<file path="src/hw/addr_route_pkg.sv">
// Address router package
// Sizes, payload types, the range rule format and the state encoding
// of the address map configuration block
package addr_route_pkg;

  // Number of downstream ports
  localparam int unsigned NumPorts = 4;
  // Number of rules in the programmable address map
  localparam int unsigned NumRules = 8;
  localparam int unsigned AddrWidth = 32;
  localparam int unsigned DataWidth = 32;
  // Ingress FIFO entries, equal to the upstream credits after reset
  localparam int unsigned IngressDepth = 4;
  // Credits held per downstream port after reset
  localparam int unsigned EgressCredits = 2;

  // Derived widths
  localparam int unsigned PortIdxWidth = $clog2(NumPorts);
  localparam int unsigned RuleNoWidth = $clog2(NumRules);
  localparam int unsigned IngressPtrWidth = $clog2(IngressDepth);
  localparam int unsigned IngressCntWidth = $clog2(IngressDepth + 1);
  localparam int unsigned CreditWidth = $clog2(EgressCredits + 1);

  typedef logic [AddrWidth-1:0] addr_t;
  typedef logic [DataWidth-1:0] data_t;
  typedef logic [PortIdxWidth-1:0] port_idx_t;
  typedef logic [RuleNoWidth-1:0] rule_no_t;

  // One range rule, start is included and end is excluded
  // An end address of zero stands for the top of the address space
  typedef struct packed {
    port_idx_t idx;
    addr_t start_addr;
    addr_t end_addr;
  } rule_t;

  // Phases of an address map rewrite
  typedef enum logic [1:0] {
    CfgIdle,
    CfgWrite,
    CfgSettle
  } cfg_state_e;

endpackage

</file>
<file path="src/hw/route_req_if.sv">
// Stage to stage request channel
// Valid/ready handshake with the request address, data word and the
// decode result, the sender holds everything stable until the transfer
interface route_req_if;

  logic valid;
  logic ready;
  addr_route_pkg::addr_t addr;
  addr_route_pkg::data_t data;
  // Decoded port and decode error, left at zero ahead of the decoder
  addr_route_pkg::port_idx_t port;
  logic dec_err;

  // Upstream stage drives the request
  modport sender (
    output valid, addr, data, port, dec_err,
    input  ready
  );

  // Downstream stage accepts it
  modport receiver (
    input  valid, addr, data, port, dec_err,
    output ready
  );

endinterface

</file>
<file path="src/hw/addr_map_cfg.sv">
// Address map configuration
// Holds the rule table of the router and its run time write port,
// and flags the rewrite so that decoding pauses until the map is stable
module addr_map_cfg (
  input  logic                                                  clk_i,
  input  logic                                                  arst_n_i,
  input  logic                                                  cfg_we_i,
  input  addr_route_pkg::rule_no_t                              cfg_rule_no_i,
  input  addr_route_pkg::port_idx_t                             cfg_port_i,
  input  addr_route_pkg::addr_t                                 cfg_start_i,
  input  addr_route_pkg::addr_t                                 cfg_end_i,
  output addr_route_pkg::rule_t [addr_route_pkg::NumRules-1:0] addr_map_o,
  output logic                                                  cfg_ongoing_o
);
  import addr_route_pkg::*;

  rule_t [NumRules-1:0] rules_q;
  // State of the current cycle and the one registered from the last cycle
  cfg_state_e state_d;
  cfg_state_e state_q;

  // A write cycle is always CfgWrite, so the flag rises with the first write
  // The cycle after the last write is the single settle cycle
  always_comb begin
    if (cfg_we_i) begin
      state_d = CfgWrite;
    end else if (state_q == CfgWrite) begin
      state_d = CfgSettle;
    end else begin
      state_d = CfgIdle;
    end
  end

  always_ff @(posedge clk_i or negedge arst_n_i) begin
    if (!arst_n_i) begin
      state_q <= CfgIdle;
    end else begin
      state_q <= state_d;
    end
  end

  assign cfg_ongoing_o = (state_d != CfgIdle);

  // Rule table, all rules empty after reset
  always_ff @(posedge clk_i or negedge arst_n_i) begin
    if (!arst_n_i) begin
      rules_q <= '0;
    end else if (cfg_we_i) begin
      rules_q[cfg_rule_no_i] <= '{idx: cfg_port_i, start_addr: cfg_start_i, end_addr: cfg_end_i};
    end
  end

  assign addr_map_o = rules_q;

  // The stored rule must describe a non-empty range once the write lands
  a_rule_ordered: assert property (@(posedge clk_i) disable iff (!arst_n_i)
    cfg_we_i |=> (rules_q[$past(cfg_rule_no_i)].start_addr <
                  rules_q[$past(cfg_rule_no_i)].end_addr) ||
                 (rules_q[$past(cfg_rule_no_i)].end_addr == '0))
    else $error("Rule written with start address not below end address");

endmodule

</file>
<file path="src/hw/addr_decode_dync.sv">
// Dynamic address decoder
// Matches an address against a table of range rules and returns the
// port of the matching rule, where the highest matching rule wins
// Unmatched addresses go to an optional default port or raise an error
// Decoding is held off while the table is being rewritten
module addr_decode_dync #(
  // Number of valid port indices, rules pointing beyond are ignored
  parameter int unsigned NoIndices = addr_route_pkg::NumPorts,
  // Number of rules in the table
  parameter int unsigned NoRules = addr_route_pkg::NumRules
) (
  input  addr_route_pkg::addr_t                addr_i,
  input  addr_route_pkg::rule_t [NoRules-1:0] addr_map_i,
  output addr_route_pkg::port_idx_t            idx_o,
  output logic                                 dec_valid_o,
  output logic                                 dec_error_o,
  input  logic                                 en_default_idx_i,
  input  addr_route_pkg::port_idx_t            default_idx_i,
  input  logic                                 config_ongoing_i
);
  import addr_route_pkg::*;

  always_comb begin
    rule_t rule;
    logic  hit;

    // No match so far, fall back to the default port or flag an error
    // A table under rewrite reports neither a decode nor an error
    dec_valid_o = 1'b0;
    dec_error_o = !en_default_idx_i && !config_ongoing_i;
    idx_o       = en_default_idx_i ? default_idx_i : '0;

    // Rules are scanned upward so a later match overrides an earlier one
    for (int unsigned i = 0; i < NoRules; i++) begin
      rule = addr_map_i[i];
      // Range check, end of zero runs to the top of the address space
      hit  = (addr_i >= rule.start_addr) &&
             ((addr_i < rule.end_addr) || (rule.end_addr == '0)) &&
             (int'(rule.idx) < int'(NoIndices));
      if (hit) begin
        dec_valid_o = !config_ongoing_i;
        dec_error_o = 1'b0;
        idx_o       = rule.idx;
      end
    end
  end

endmodule

</file>
<file path="src/hw/route_ingress.sv">
// Router ingress buffer
// FIFO for upstream requests under credit flow control, the requester
// starts with one credit per entry and gets one back per freed slot
module route_ingress (
  input  logic                  clk_i,
  input  logic                  arst_n_i,
  input  logic                  req_valid_i,
  input  addr_route_pkg::addr_t req_addr_i,
  input  addr_route_pkg::data_t req_data_i,
  output logic                  crd_o,
  route_req_if.sender           out
);
  import addr_route_pkg::*;

  addr_t addr_mem [IngressDepth];
  data_t data_mem [IngressDepth];
  logic [IngressPtrWidth-1:0] wr_ptr_q;
  logic [IngressPtrWidth-1:0] rd_ptr_q;
  logic [IngressCntWidth-1:0] count_q;
  logic push;
  logic pop;
  logic full;
  logic crd_q;

  // Every upstream request is pushed, the credit scheme keeps room for it
  assign push = req_valid_i;
  assign pop  = out.valid && out.ready;
  assign full = (count_q == IngressCntWidth'(IngressDepth));

  always_ff @(posedge clk_i or negedge arst_n_i) begin
    if (!arst_n_i) begin
      wr_ptr_q <= '0;
      rd_ptr_q <= '0;
      count_q  <= '0;
      crd_q    <= 1'b0;
    end else begin
      if (push) begin
        wr_ptr_q <= (wr_ptr_q == IngressPtrWidth'(IngressDepth - 1)) ? '0 : wr_ptr_q + 1'b1;
      end
      if (pop) begin
        rd_ptr_q <= (rd_ptr_q == IngressPtrWidth'(IngressDepth - 1)) ? '0 : rd_ptr_q + 1'b1;
      end
      if (push && !pop) begin
        count_q <= count_q + 1'b1;
      end else if (!push && pop) begin
        count_q <= count_q - 1'b1;
      end
      // Slot freed at this edge goes back upstream as a credit next cycle
      crd_q <= pop;
    end
  end

  always_ff @(posedge clk_i) begin
    if (push) begin
      addr_mem[wr_ptr_q] <= req_addr_i;
      data_mem[wr_ptr_q] <= req_data_i;
    end
  end

  assign crd_o       = crd_q;
  assign out.valid   = (count_q != '0);
  assign out.addr    = addr_mem[rd_ptr_q];
  assign out.data    = data_mem[rd_ptr_q];
  // Not decoded yet
  assign out.port    = '0;
  assign out.dec_err = 1'b0;

  // A push into a full FIFO means the requester sent without a credit
  a_no_overflow: assert property (@(posedge clk_i) disable iff (!arst_n_i)
    push |-> !full)
    else $error("Upstream credit violation, push into full ingress FIFO");

endmodule

</file>
<file path="src/hw/route_decode_stage.sv">
// Router decode stage
// Registers each request together with its decoded port and error flag,
// and takes no new request while the address map is being rewritten
module route_decode_stage (
  input  logic                                                  clk_i,
  input  logic                                                  arst_n_i,
  route_req_if.receiver                                         in,
  route_req_if.sender                                           out,
  input  addr_route_pkg::rule_t [addr_route_pkg::NumRules-1:0] addr_map_i,
  input  logic                                                  cfg_ongoing_i,
  input  logic                                                  en_default_i,
  input  addr_route_pkg::port_idx_t                             default_port_i
);
  import addr_route_pkg::*;

  port_idx_t dec_port;
  logic dec_error;
  logic take;
  logic valid_q;
  addr_t addr_q;
  data_t data_q;
  port_idx_t port_q;
  logic err_q;

  addr_decode_dync #(
    .NoIndices(NumPorts),
    .NoRules  (NumRules)
  ) i_decode (
    .addr_i          (in.addr),
    .addr_map_i      (addr_map_i),
    .idx_o           (dec_port),
    .dec_valid_o     (),
    .dec_error_o     (dec_error),
    .en_default_idx_i(en_default_i),
    .default_idx_i   (default_port_i),
    .config_ongoing_i(cfg_ongoing_i)
  );

  // Accept when empty or draining, never against a half written map
  assign in.ready = !cfg_ongoing_i && (!valid_q || out.ready);
  assign take     = in.valid && in.ready;

  always_ff @(posedge clk_i or negedge arst_n_i) begin
    if (!arst_n_i) begin
      valid_q <= 1'b0;
    end else if (take) begin
      valid_q <= 1'b1;
    end else if (out.ready) begin
      valid_q <= 1'b0;
    end
  end

  always_ff @(posedge clk_i) begin
    if (take) begin
      addr_q <= in.addr;
      data_q <= in.data;
      port_q <= dec_port;
      err_q  <= dec_error;
    end
  end

  assign out.valid   = valid_q;
  assign out.addr    = addr_q;
  assign out.data    = data_q;
  assign out.port    = port_q;
  assign out.dec_err = err_q;

  // A stalled item keeps its payload until egress takes it
  a_out_stable: assert property (@(posedge clk_i) disable iff (!arst_n_i)
    out.valid && !out.ready |=> out.valid && $stable({out.addr, out.data, out.port, out.dec_err}))
    else $error("Decode stage output changed while stalled");

endmodule

</file>
<file path="src/hw/route_egress.sv">
// Router egress stage
// Sends each decoded request to its downstream port under per port
// credit flow control, and puts decode errors on a separate output
// Every captured item leaves on the next cycle, so a request is only
// taken when a credit is left for its port
module route_egress (
  input  logic                                  clk_i,
  input  logic                                  arst_n_i,
  route_req_if.receiver                         in,
  output logic [addr_route_pkg::NumPorts-1:0]   out_valid_o,
  output addr_route_pkg::addr_t                 out_addr_o,
  output addr_route_pkg::data_t                 out_data_o,
  input  logic [addr_route_pkg::NumPorts-1:0]   crd_i,
  output logic                                  err_valid_o,
  output addr_route_pkg::addr_t                 err_addr_o
);
  import addr_route_pkg::*;

  logic [CreditWidth-1:0] crd_cnt_q [NumPorts];
  logic [NumPorts-1:0] crd_free;
  logic take;
  logic hold_q;
  logic err_q;
  port_idx_t port_q;
  addr_t addr_q;
  data_t data_q;

  // Credits left after the send that is on the outputs this cycle
  always_comb begin
    for (int p = 0; p < NumPorts; p++) begin
      crd_free[p] = (crd_cnt_q[p] > CreditWidth'(out_valid_o[p]));
    end
  end

  // Error items need no credit
  assign in.ready = in.dec_err || crd_free[in.port];
  assign take     = in.valid && in.ready;

  always_ff @(posedge clk_i or negedge arst_n_i) begin
    if (!arst_n_i) begin
      hold_q <= 1'b0;
      for (int p = 0; p < NumPorts; p++) begin
        crd_cnt_q[p] <= CreditWidth'(EgressCredits);
      end
    end else begin
      hold_q <= take;
      // Returned credits and sends can meet in one cycle
      for (int p = 0; p < NumPorts; p++) begin
        crd_cnt_q[p] <= crd_cnt_q[p] + CreditWidth'(crd_i[p]) - CreditWidth'(out_valid_o[p]);
      end
    end
  end

  always_ff @(posedge clk_i) begin
    if (take) begin
      addr_q <= in.addr;
      data_q <= in.data;
      port_q <= in.port;
      err_q  <= in.dec_err;
    end
  end

  always_comb begin
    out_valid_o = '0;
    if (hold_q && !err_q) begin
      out_valid_o[port_q] = 1'b1;
    end
  end

  assign out_addr_o  = addr_q;
  assign out_data_o  = data_q;
  assign err_valid_o = hold_q && err_q;
  assign err_addr_o  = addr_q;

  for (genvar p = 0; p < NumPorts; p++) begin : g_crd_chk
    // Downstream never returns more credits than it was given
    a_crd_bound: assert property (@(posedge clk_i) disable iff (!arst_n_i)
      crd_cnt_q[p] <= CreditWidth'(EgressCredits))
      else $error("Credit counter of port %0d above its reset value", p);
    // A send reserved at capture still finds its credit a cycle later
    a_send_has_crd: assert property (@(posedge clk_i) disable iff (!arst_n_i)
      out_valid_o[p] |-> (crd_cnt_q[p] != '0))
      else $error("Send on port %0d without a credit", p);
  end

endmodule

</file>
<file path="src/hw/addr_router_top.sv">
// Address routed request demultiplexer
// Upstream requests pass an ingress FIFO, a registered decode against the
// run time address map and a credit controlled egress to four ports
module addr_router_top (
  input  logic                                clk_i,
  input  logic                                arst_n_i,
  // Upstream requests and credits
  input  logic                                req_valid_i,
  input  addr_route_pkg::addr_t               req_addr_i,
  input  addr_route_pkg::data_t               req_data_i,
  output logic                                crd_o,
  // Address map writes
  input  logic                                cfg_we_i,
  input  addr_route_pkg::rule_no_t            cfg_rule_no_i,
  input  addr_route_pkg::port_idx_t           cfg_port_i,
  input  addr_route_pkg::addr_t               cfg_start_i,
  input  addr_route_pkg::addr_t               cfg_end_i,
  input  logic                                en_default_i,
  input  addr_route_pkg::port_idx_t           default_port_i,
  // Downstream requests, credits and decode errors
  output logic [addr_route_pkg::NumPorts-1:0] out_valid_o,
  output addr_route_pkg::addr_t               out_addr_o,
  output addr_route_pkg::data_t               out_data_o,
  input  logic [addr_route_pkg::NumPorts-1:0] crd_i,
  output logic                                err_valid_o,
  output addr_route_pkg::addr_t               err_addr_o
);
  import addr_route_pkg::*;

  rule_t [NumRules-1:0] addr_map;
  logic cfg_ongoing;

  route_req_if ing_dec ();
  route_req_if dec_egr ();

  addr_map_cfg i_cfg (
    .clk_i, .arst_n_i, .cfg_we_i, .cfg_rule_no_i, .cfg_port_i, .cfg_start_i, .cfg_end_i,
    .addr_map_o   (addr_map),
    .cfg_ongoing_o(cfg_ongoing)
  );

  route_ingress i_ingress (
    .clk_i, .arst_n_i, .req_valid_i, .req_addr_i, .req_data_i, .crd_o,
    .out(ing_dec.sender)
  );

  route_decode_stage i_decode (
    .clk_i, .arst_n_i, .en_default_i, .default_port_i,
    .in           (ing_dec.receiver),
    .out          (dec_egr.sender),
    .addr_map_i   (addr_map),
    .cfg_ongoing_i(cfg_ongoing)
  );

  route_egress i_egress (
    .clk_i, .arst_n_i, .out_valid_o, .out_addr_o, .out_data_o, .crd_i, .err_valid_o,
    .err_addr_o,
    .in(dec_egr.receiver)
  );

endmodule

</file>
<file path="config.mk">
export PLATFORM = sky130hd
export DESIGN_NAME = addr_router_top
export DESIGN_NICKNAME = d
export VERILOG_FILES = /design/src/hw/addr_route_pkg.sv /design/src/hw/route_req_if.sv /design/src/hw/addr_map_cfg.sv /design/src/hw/addr_decode_dync.sv /design/src/hw/route_ingress.sv /design/src/hw/route_decode_stage.sv /design/src/hw/route_egress.sv /design/src/hw/addr_router_top.sv
export SDC_FILE = /design/constraint.sdc
export NUM_CORES = 2
export LEC_CHECK = 0
export BUFFER_PORTS_ARGS = -buffer_cell sky130_fd_sc_hd__buf_2
export CAP_MARGIN = 30
export CORE_UTILIZATION = 55
export DETAILED_ROUTE_END_ITERATION = 10
export PLACE_DENSITY_LB_ADDON = 0.1
export SLEW_MARGIN = 20
export SYNTH_ARGS = -nofsm -noshare
export SYNTH_HDL_FRONTEND = slang
export SYNTH_HIERARCHICAL = 1
export SYNTH_SLANG_ARGS = --single-unit
</file>
<file path="constraint.sdc">
create_clock -name clk_i -period 7.39 [get_ports clk_i]
set_input_delay 1.478 -clock clk_i [delete_from_list [all_inputs] [get_ports clk_i]]
set_output_delay 1.478 -clock clk_i [all_outputs]
set_load 0.01 [all_outputs]
</file>
---- After elaboration in Yosys (flattened, before gate mapping) ----
Memories as Yosys holds them, arrays and structs flattened. A register that Yosys moved wholly into a read port is not among the register bits.
Index checks and enable logic that the tools add are counted.
storage, ports and cells
  word-level logic and storage cells ...... 158
  output and inout port bits .............. 102
  bits in registers ....................... 650
  memory bits (writable) .................. 256
  memories ................................ 2
memory list
  name                depth  width  rd ports  clocked after Yosys merged registers in  write ports  line                 RTL
  i_ingress.addr_mem  4      32     1         0                                        1            route_ingress.sv:15  addr_t addr_mem [IngressDepth];
  i_ingress.data_mem  4      32     1         1                                        1            route_ingress.sv:16  data_t data_mem [IngressDepth];
operators by class
  $add $sub $neg .......................... 12
  equal/unequal tests ..................... 3
  order comparisons ....................... 25
  reduce and logical (&&, ||, !) cells .... 47
  multiplexer cells ....................... 27
operator list
  kind                                                         number
  bitwise mux 528 bit                                          1
  >= comparator 32 bit                                         8
  zero test 32 bit                                             8
  less-than comparator 32 bit                                  8
  demux 66 bit (select 3 bit)                                  1
  2-to-1 mux 66 bit                                            1
  2-to-1 mux 2 bit                                             13
  logical AND 1 bit                                            18
  logical OR 1 bit                                             10
  adder 2 x 1 -> 2 bit                                         4
  greater-than comparator 2 x 1 -> 1 bit                       4
  OR reduction 8 bit                                           1
  subtractor 2 x 1 -> 2 bit                                    4
  zero test 1 bit                                              6
  less-than comparator 2 x 3 -> 1 bit (second input constant)  2
  2-to-1 mux 1 bit                                             6
  2-to-1 mux 3 bit                                             2
  nonzero test 2 bit                                           3
  adder 2 x 1 -> 2 bit (second input constant)                 2
  equality test 2 bit (second input constant)                  2
  less-than comparator 3 x 4 -> 1 bit (second input constant)  1
  2-to-1 mux 4 bit                                             1
  adder 3 x 1 -> 3 bit (second input constant)                 1
  >= comparator 3 x 1 -> 1 bit (second input constant)         1
  other kinds (6)                                              6

---- Logic depth before layout (Yosys ltp) ----
  depth after elaboration ................. 15
  depth in mapped cells ................... 14
  gate-level depth less buffers ........... 13

---- Hierarchy ----
The synthesis kept the hierarchy.
modules (own cells, without submodules)
  module              cells an instance  area an instance (um^2)  sequential area each (um^2)  times used
  addr_map_cfg        1126               19728.9                  13262.7                      1
  addr_decode_dync    1867               13375.3                  0.0                          1
  route_ingress       376                9694.3                   7887.6                       1
  route_egress        147                2786.4                   2242.2                       1
  route_decode_stage  73                 2070.7                   2037.0                       1

---- Worst setup path before layout ----
No wires, ideal clock.
  path type ............................... in2reg
  from .................................... input port cfg_we_i
  to ...................................... register i_decode.addr_q[0], in the netlist i_decode/out.addr[0], enable pin
  arrival ................................. 4.772 ns
  stages on the path ...................... 4
  setup slack ............................. 2.126 ns
  path buffers ............................ 1
  data required time ...................... 6.898 ns
  cells stage by stage .................... buf_2 -> nand2b_1 -> nand2b_1 -> nor2_1
on the way
  word-level cells in the longest chain between the ends .. 5
ends and longest elaborated chain
  item                    line                      RTL
  start: declaration      addr_router_top.sv:13     input logic cfg_we_i,
  2-to-1 mux 2 bit        addr_map_cfg.sv:25        if (cfg_we_i) begin
  nonzero test 2 bit      addr_map_cfg.sv:42        assign cfg_ongoing_o = (state_d != CfgIdle);
  via cfg_ongoing         addr_router_top.sv:31     logic cfg_ongoing;
  zero test 1 bit         route_decode_stage.sv:40  assign in.ready = !cfg_ongoing_i && (!valid_q || out.ready);
  logical AND 1 bit       route_decode_stage.sv:40
  logical AND 1 bit       route_decode_stage.sv:41  assign take = in.valid && in.ready;
  via i_decode.take       route_decode_stage.sv:18  logic take;
  end signal: assignment  route_decode_stage.sv:55  addr_q <= in.addr;
  end: declaration        route_decode_stage.sv:20  addr_t addr_q;
The timed path passes the listed nets, and every way through them passes these cells.
A chain may end at the register's enable or synchronous reset.

---- Worst setup path after layout ----
  from .................................... register i_ingress.rd_ptr_q[0]
  to ...................................... register i_decode.port_q[1], in the netlist i_decode/out.port[1] (data pin)
on the way
  word-level cells in the longest chain between the ends .. 12
  elaborated cells between the ends (all ways) .. 41
  those cells by class .................... order compare: 16; mux: 8; reduce/logical: 16; memory: 1
ends and longest elaborated chain
  item                            line                      RTL
  start: declaration              route_ingress.sv:18       logic [IngressPtrWidth-1:0] rd_ptr_q;
  start signal: assignment        route_ingress.sv:41       rd_ptr_q <= (rd_ptr_q == IngressPtrWidth'(IngressDepth - 1)) ? '0 : rd_ptr_q + 1'b1;
  memory read (4 x 32 bit) *      n/a
  via ing_dec.addr[15]            route_req_if.sv:8         addr_route_pkg::addr_t addr;
  less-than comparator 32 bit     addr_decode_dync.sv:38    ((addr_i < rule.end_addr) || (rule.end_addr == '0)) &&
  logical OR 1 bit                addr_decode_dync.sv:38
  logical AND 1 bit               addr_decode_dync.sv:37    hit = (addr_i >= rule.start_addr) &&
  2-to-1 mux 2 bit (7 in series)  addr_decode_dync.sv:40    if (hit) begin
  2-to-1 mux 2 bit *              addr_decode_dync.sv:40
  via i_decode.dec_port[1]        route_decode_stage.sv:16  port_idx_t dec_port;
  end signal: assignment          route_decode_stage.sv:57  port_q <= dec_port;
  end: declaration                route_decode_stage.sv:22  port_idx_t port_q;
The timed path passes the listed nets; every way through them passes the cells marked *.

==> metrics.csv <==
stage,metric,value,unit
drt,Initial DRC Count,1539,
placed_design,Area after DPL,0.04990,mm²
timing,WHS,0.4160,ns
die,Initial Util,0.5575,
timing,Max-slew headroom,0.3500,
die,I/O pin total,246,
clock_tree,CTS tree,yes,
grt,first-pass GRT wire length,179.2,mm
worst_setup_path,CP max-delay cell,dfrtp_4,
pwr,total power,21.38,mW
timing,final setup margin,2.119,ns
grt,Total GRT Usage,0.2725,
worst_setup_path,kind of critical path,flip-flop to flip-flop,
placed_design,hpwl dp,81.00,mm
drt,Antenna Violating Nets Remaining,0,
timing,worst-margin pin slew,0.9662,ns
cells_and_area,Area Overhead vs Synth,12.60,%
worst_setup_path,r2r startpoint,i_ingress/rd_ptr_q[0],
drt,Initial DRT Pass Iterations,5,
logic_synthesis,post-synthesis cell area,0.04762,mm²
cells_and_area,# nets final,4529,
grt,antenna violations before repair,12,
worst_setup_path,Crit Path Max Fanout,38,
timing,skew final,0.04311,ns
clock_tree,CTS resizes,0,
pwr,peak supply drop,0.3532,mV
cells_and_area,Final Util,0.6277,
drt,DR vias/cell,5.750,
worst_setup_path,Worst Path Arrival,5.69,ns
logic_synthesis,warnings from Yosys,6,
placed_design,dpl ws,2.068,ns
grt,vias in the first global route,29740,
timing,Final min period,5.271,ns
worst_setup_path,cell chain of the critical path,buf_4 -> mux4_2 -> ha_1 -> a21oi_1 -> o211ai_1 -> nor3_1 -> o211ai_1 -> and2_1 -> a211o_1 -> a311oi_1 -> o31ai_1,
timing,Max Slew Vio Count,0,
clock_tree,clk slew on worst S/H paths,0.06,ns
timing,final setup fails,0,
cells_and_area,fill count,6800,
worst_setup_path,Crit path max-delay family,compound AO/OA/AOI/OAI gates,
grt,largest net degree at the start of global routing,141,
cells_and_area,Layout Cells excl Fill,5104,
drt,Vias,29350,
hold_path,hold path start,i_decode/out.data[6],
logic_synthesis,Post-Synthesis Cells,3584,
worst_setup_path,CP bufs+invs,1,
drt,DRC viols,0,
timing,Final Hold Viols,0,
clock_tree,clk_lat worst skew,0.69,ns
clock_tree,CTS Buf Count,101,
grt,final global-route overflow total,0,
clock_tree,Max clock buf depth,3,
logic_synthesis,synthesized area per cell,13.29,µm²
clock_tree,CTS H-tree depth,3,
cells_and_area,final instance area,0.05362,mm²
timing,max frequency,189.7,MHz
die,chip height,296.2,µm
worst_setup_path,crit-path max cell delay,0.94,ns
clock_tree,"Setup Fix Bufs, Post-CTS",0,
placed_design,post-placement cell count,4907,
worst_setup_path,CP Launch Point,i_ingress/rd_ptr_q[0],
timing,RSZ-0062 raised after global routing,false,
worst_setup_path,CP dominant cell by count,o211ai_1,
run_status,status,finished clean,
cells_and_area,layout cells sized above 1,0.2123,
logic_synthesis,Synth Net Count,4243,
clock_tree,root buffer cell,clkbuf_16,
placed_design,GPL Wtd Cong,0.8844,
die,FP Rows,107,
worst_setup_path,critical path required time,7.81,ns
flow_run,Max Cap Viol,0,
clock_tree,CTS Sinks,938,
die,Die ar.,0.08776,mm²
worst_setup_path,startpoint types,flip-flop,
hold_path,Hold Crit Class,flip-flop to flip-flop,
clock_tree,hold_buf cts,0,
die,Die Wd,296.2,µm
timing,period utilization,0.7133,
drt,final wirelength,116.7,mm
worst_setup_path,endpoint class of the critical path,flip-flop,
timing,TNS Setup,0,ns
drt,wire per inst,22.86,µm
die,Core ar.,0.08541,mm²
pwr,Pwr Density,398.8,mW/mm²
placed_design,port bufs,245,
pwr,Leak,24.02,nW
-- layout by cell type (no fill, tap or decap), types with 81 or more instances in the layout --
cell type,n
a21oi_1,141
mux2_1,240
clkbuf_16,104
edfxtp_1,390
ha_1,514
o21ai_0,88
nand4_1,90
mux2_2,291
inv_1,516
buf_2,245
nor4_1,81
dfrtp_1,542
-- flip-flops by register name, summed over array words and instances (netlist names), 2 cells and up --
register / count
i_egress/err_addr_o: 32
i_decode/out.addr: 32
i_decode/out.data: 32
i_cfg/state_q: 2
i_decode/out.port: 2
i_egress/out_data_o: 32
i_cfg/addr_map_o: 528
i_ingress/count_q: 3
i_ingress/wr_ptr_q: 2
i_ingress/addr_mem: 128
i_egress/port_q: 2
i_ingress/rd_ptr_q: 2
i_ingress/data_mem: 128
i_egress/crd_cnt_q: 8
-- report_power, final --
group | internal [mW] | switching (mW)
Clock | 3.26 | 2.17
Combinational | 3.48 | 4.94
Sequential | 6.79 | 0.746
Total | 13.5 | 7.85
-- area by class of cell --
type / count / area, µm² / share of cell area
Multi-Input combinational cell: 2027 / 19530 / 0.3642
Inverter: 516 / 1937 / 0.03612
Timing Repair Buffer: 286 / 1650 / 0.03078
Antenna cell: 3 / 7.507 / 0.0001400
Clock inverter: 60 / 787.0 / 0.01468
Sequential cell: 938 / 25440 / 0.4744
Clock buffer: 130 / 2840 / 0.05297
Tap cell: 1144 / 1431 / 0.02670
-- per-layer routing --
metal  wire length, µm  global-route usage  share of wire  up-vias
met5                68                   0        0.00058        -
met2             56670              0.4554           0.49      531
met4              3805             0.08826          0.033       12
li1                  -                   -              -    13730
met1             52250              0.3694           0.45    14870
met3              3911             0.03462          0.034      204
-- worst register-to-register path: cells and delay by family, from the launching register on --
kind / cells / cell delay [ns]
multiplexers: 1 / 0.87
AO/OA/AOI/OAI: 6 / 1.52
adder cells (fa/ha/maj): 1 / 0.45
buffers and inverters: 1 / 0.56
flip-flops: 1 / 0.94
AND/OR/NAND/NOR: 2 / 0.66
-- final timing paths --
check	end	slack, ns	cells past startpoint
worst max-delay path	i_decode/out.port[1]	2.12	11
worst min-delay path	i_egress/out_data_o[6]	0.42	0
worst max register to register	i_decode/out.port[1]	2.12	11
worst min register to register	i_egress/out_data_o[6]	0.42	0
max in group asynchronous	i_cfg/addr_map_o[289]	5.32	2
min in group asynchronous	i_cfg/addr_map_o[370]	0.80	1
Note: power is estimated with default switching activity, not from simulation.
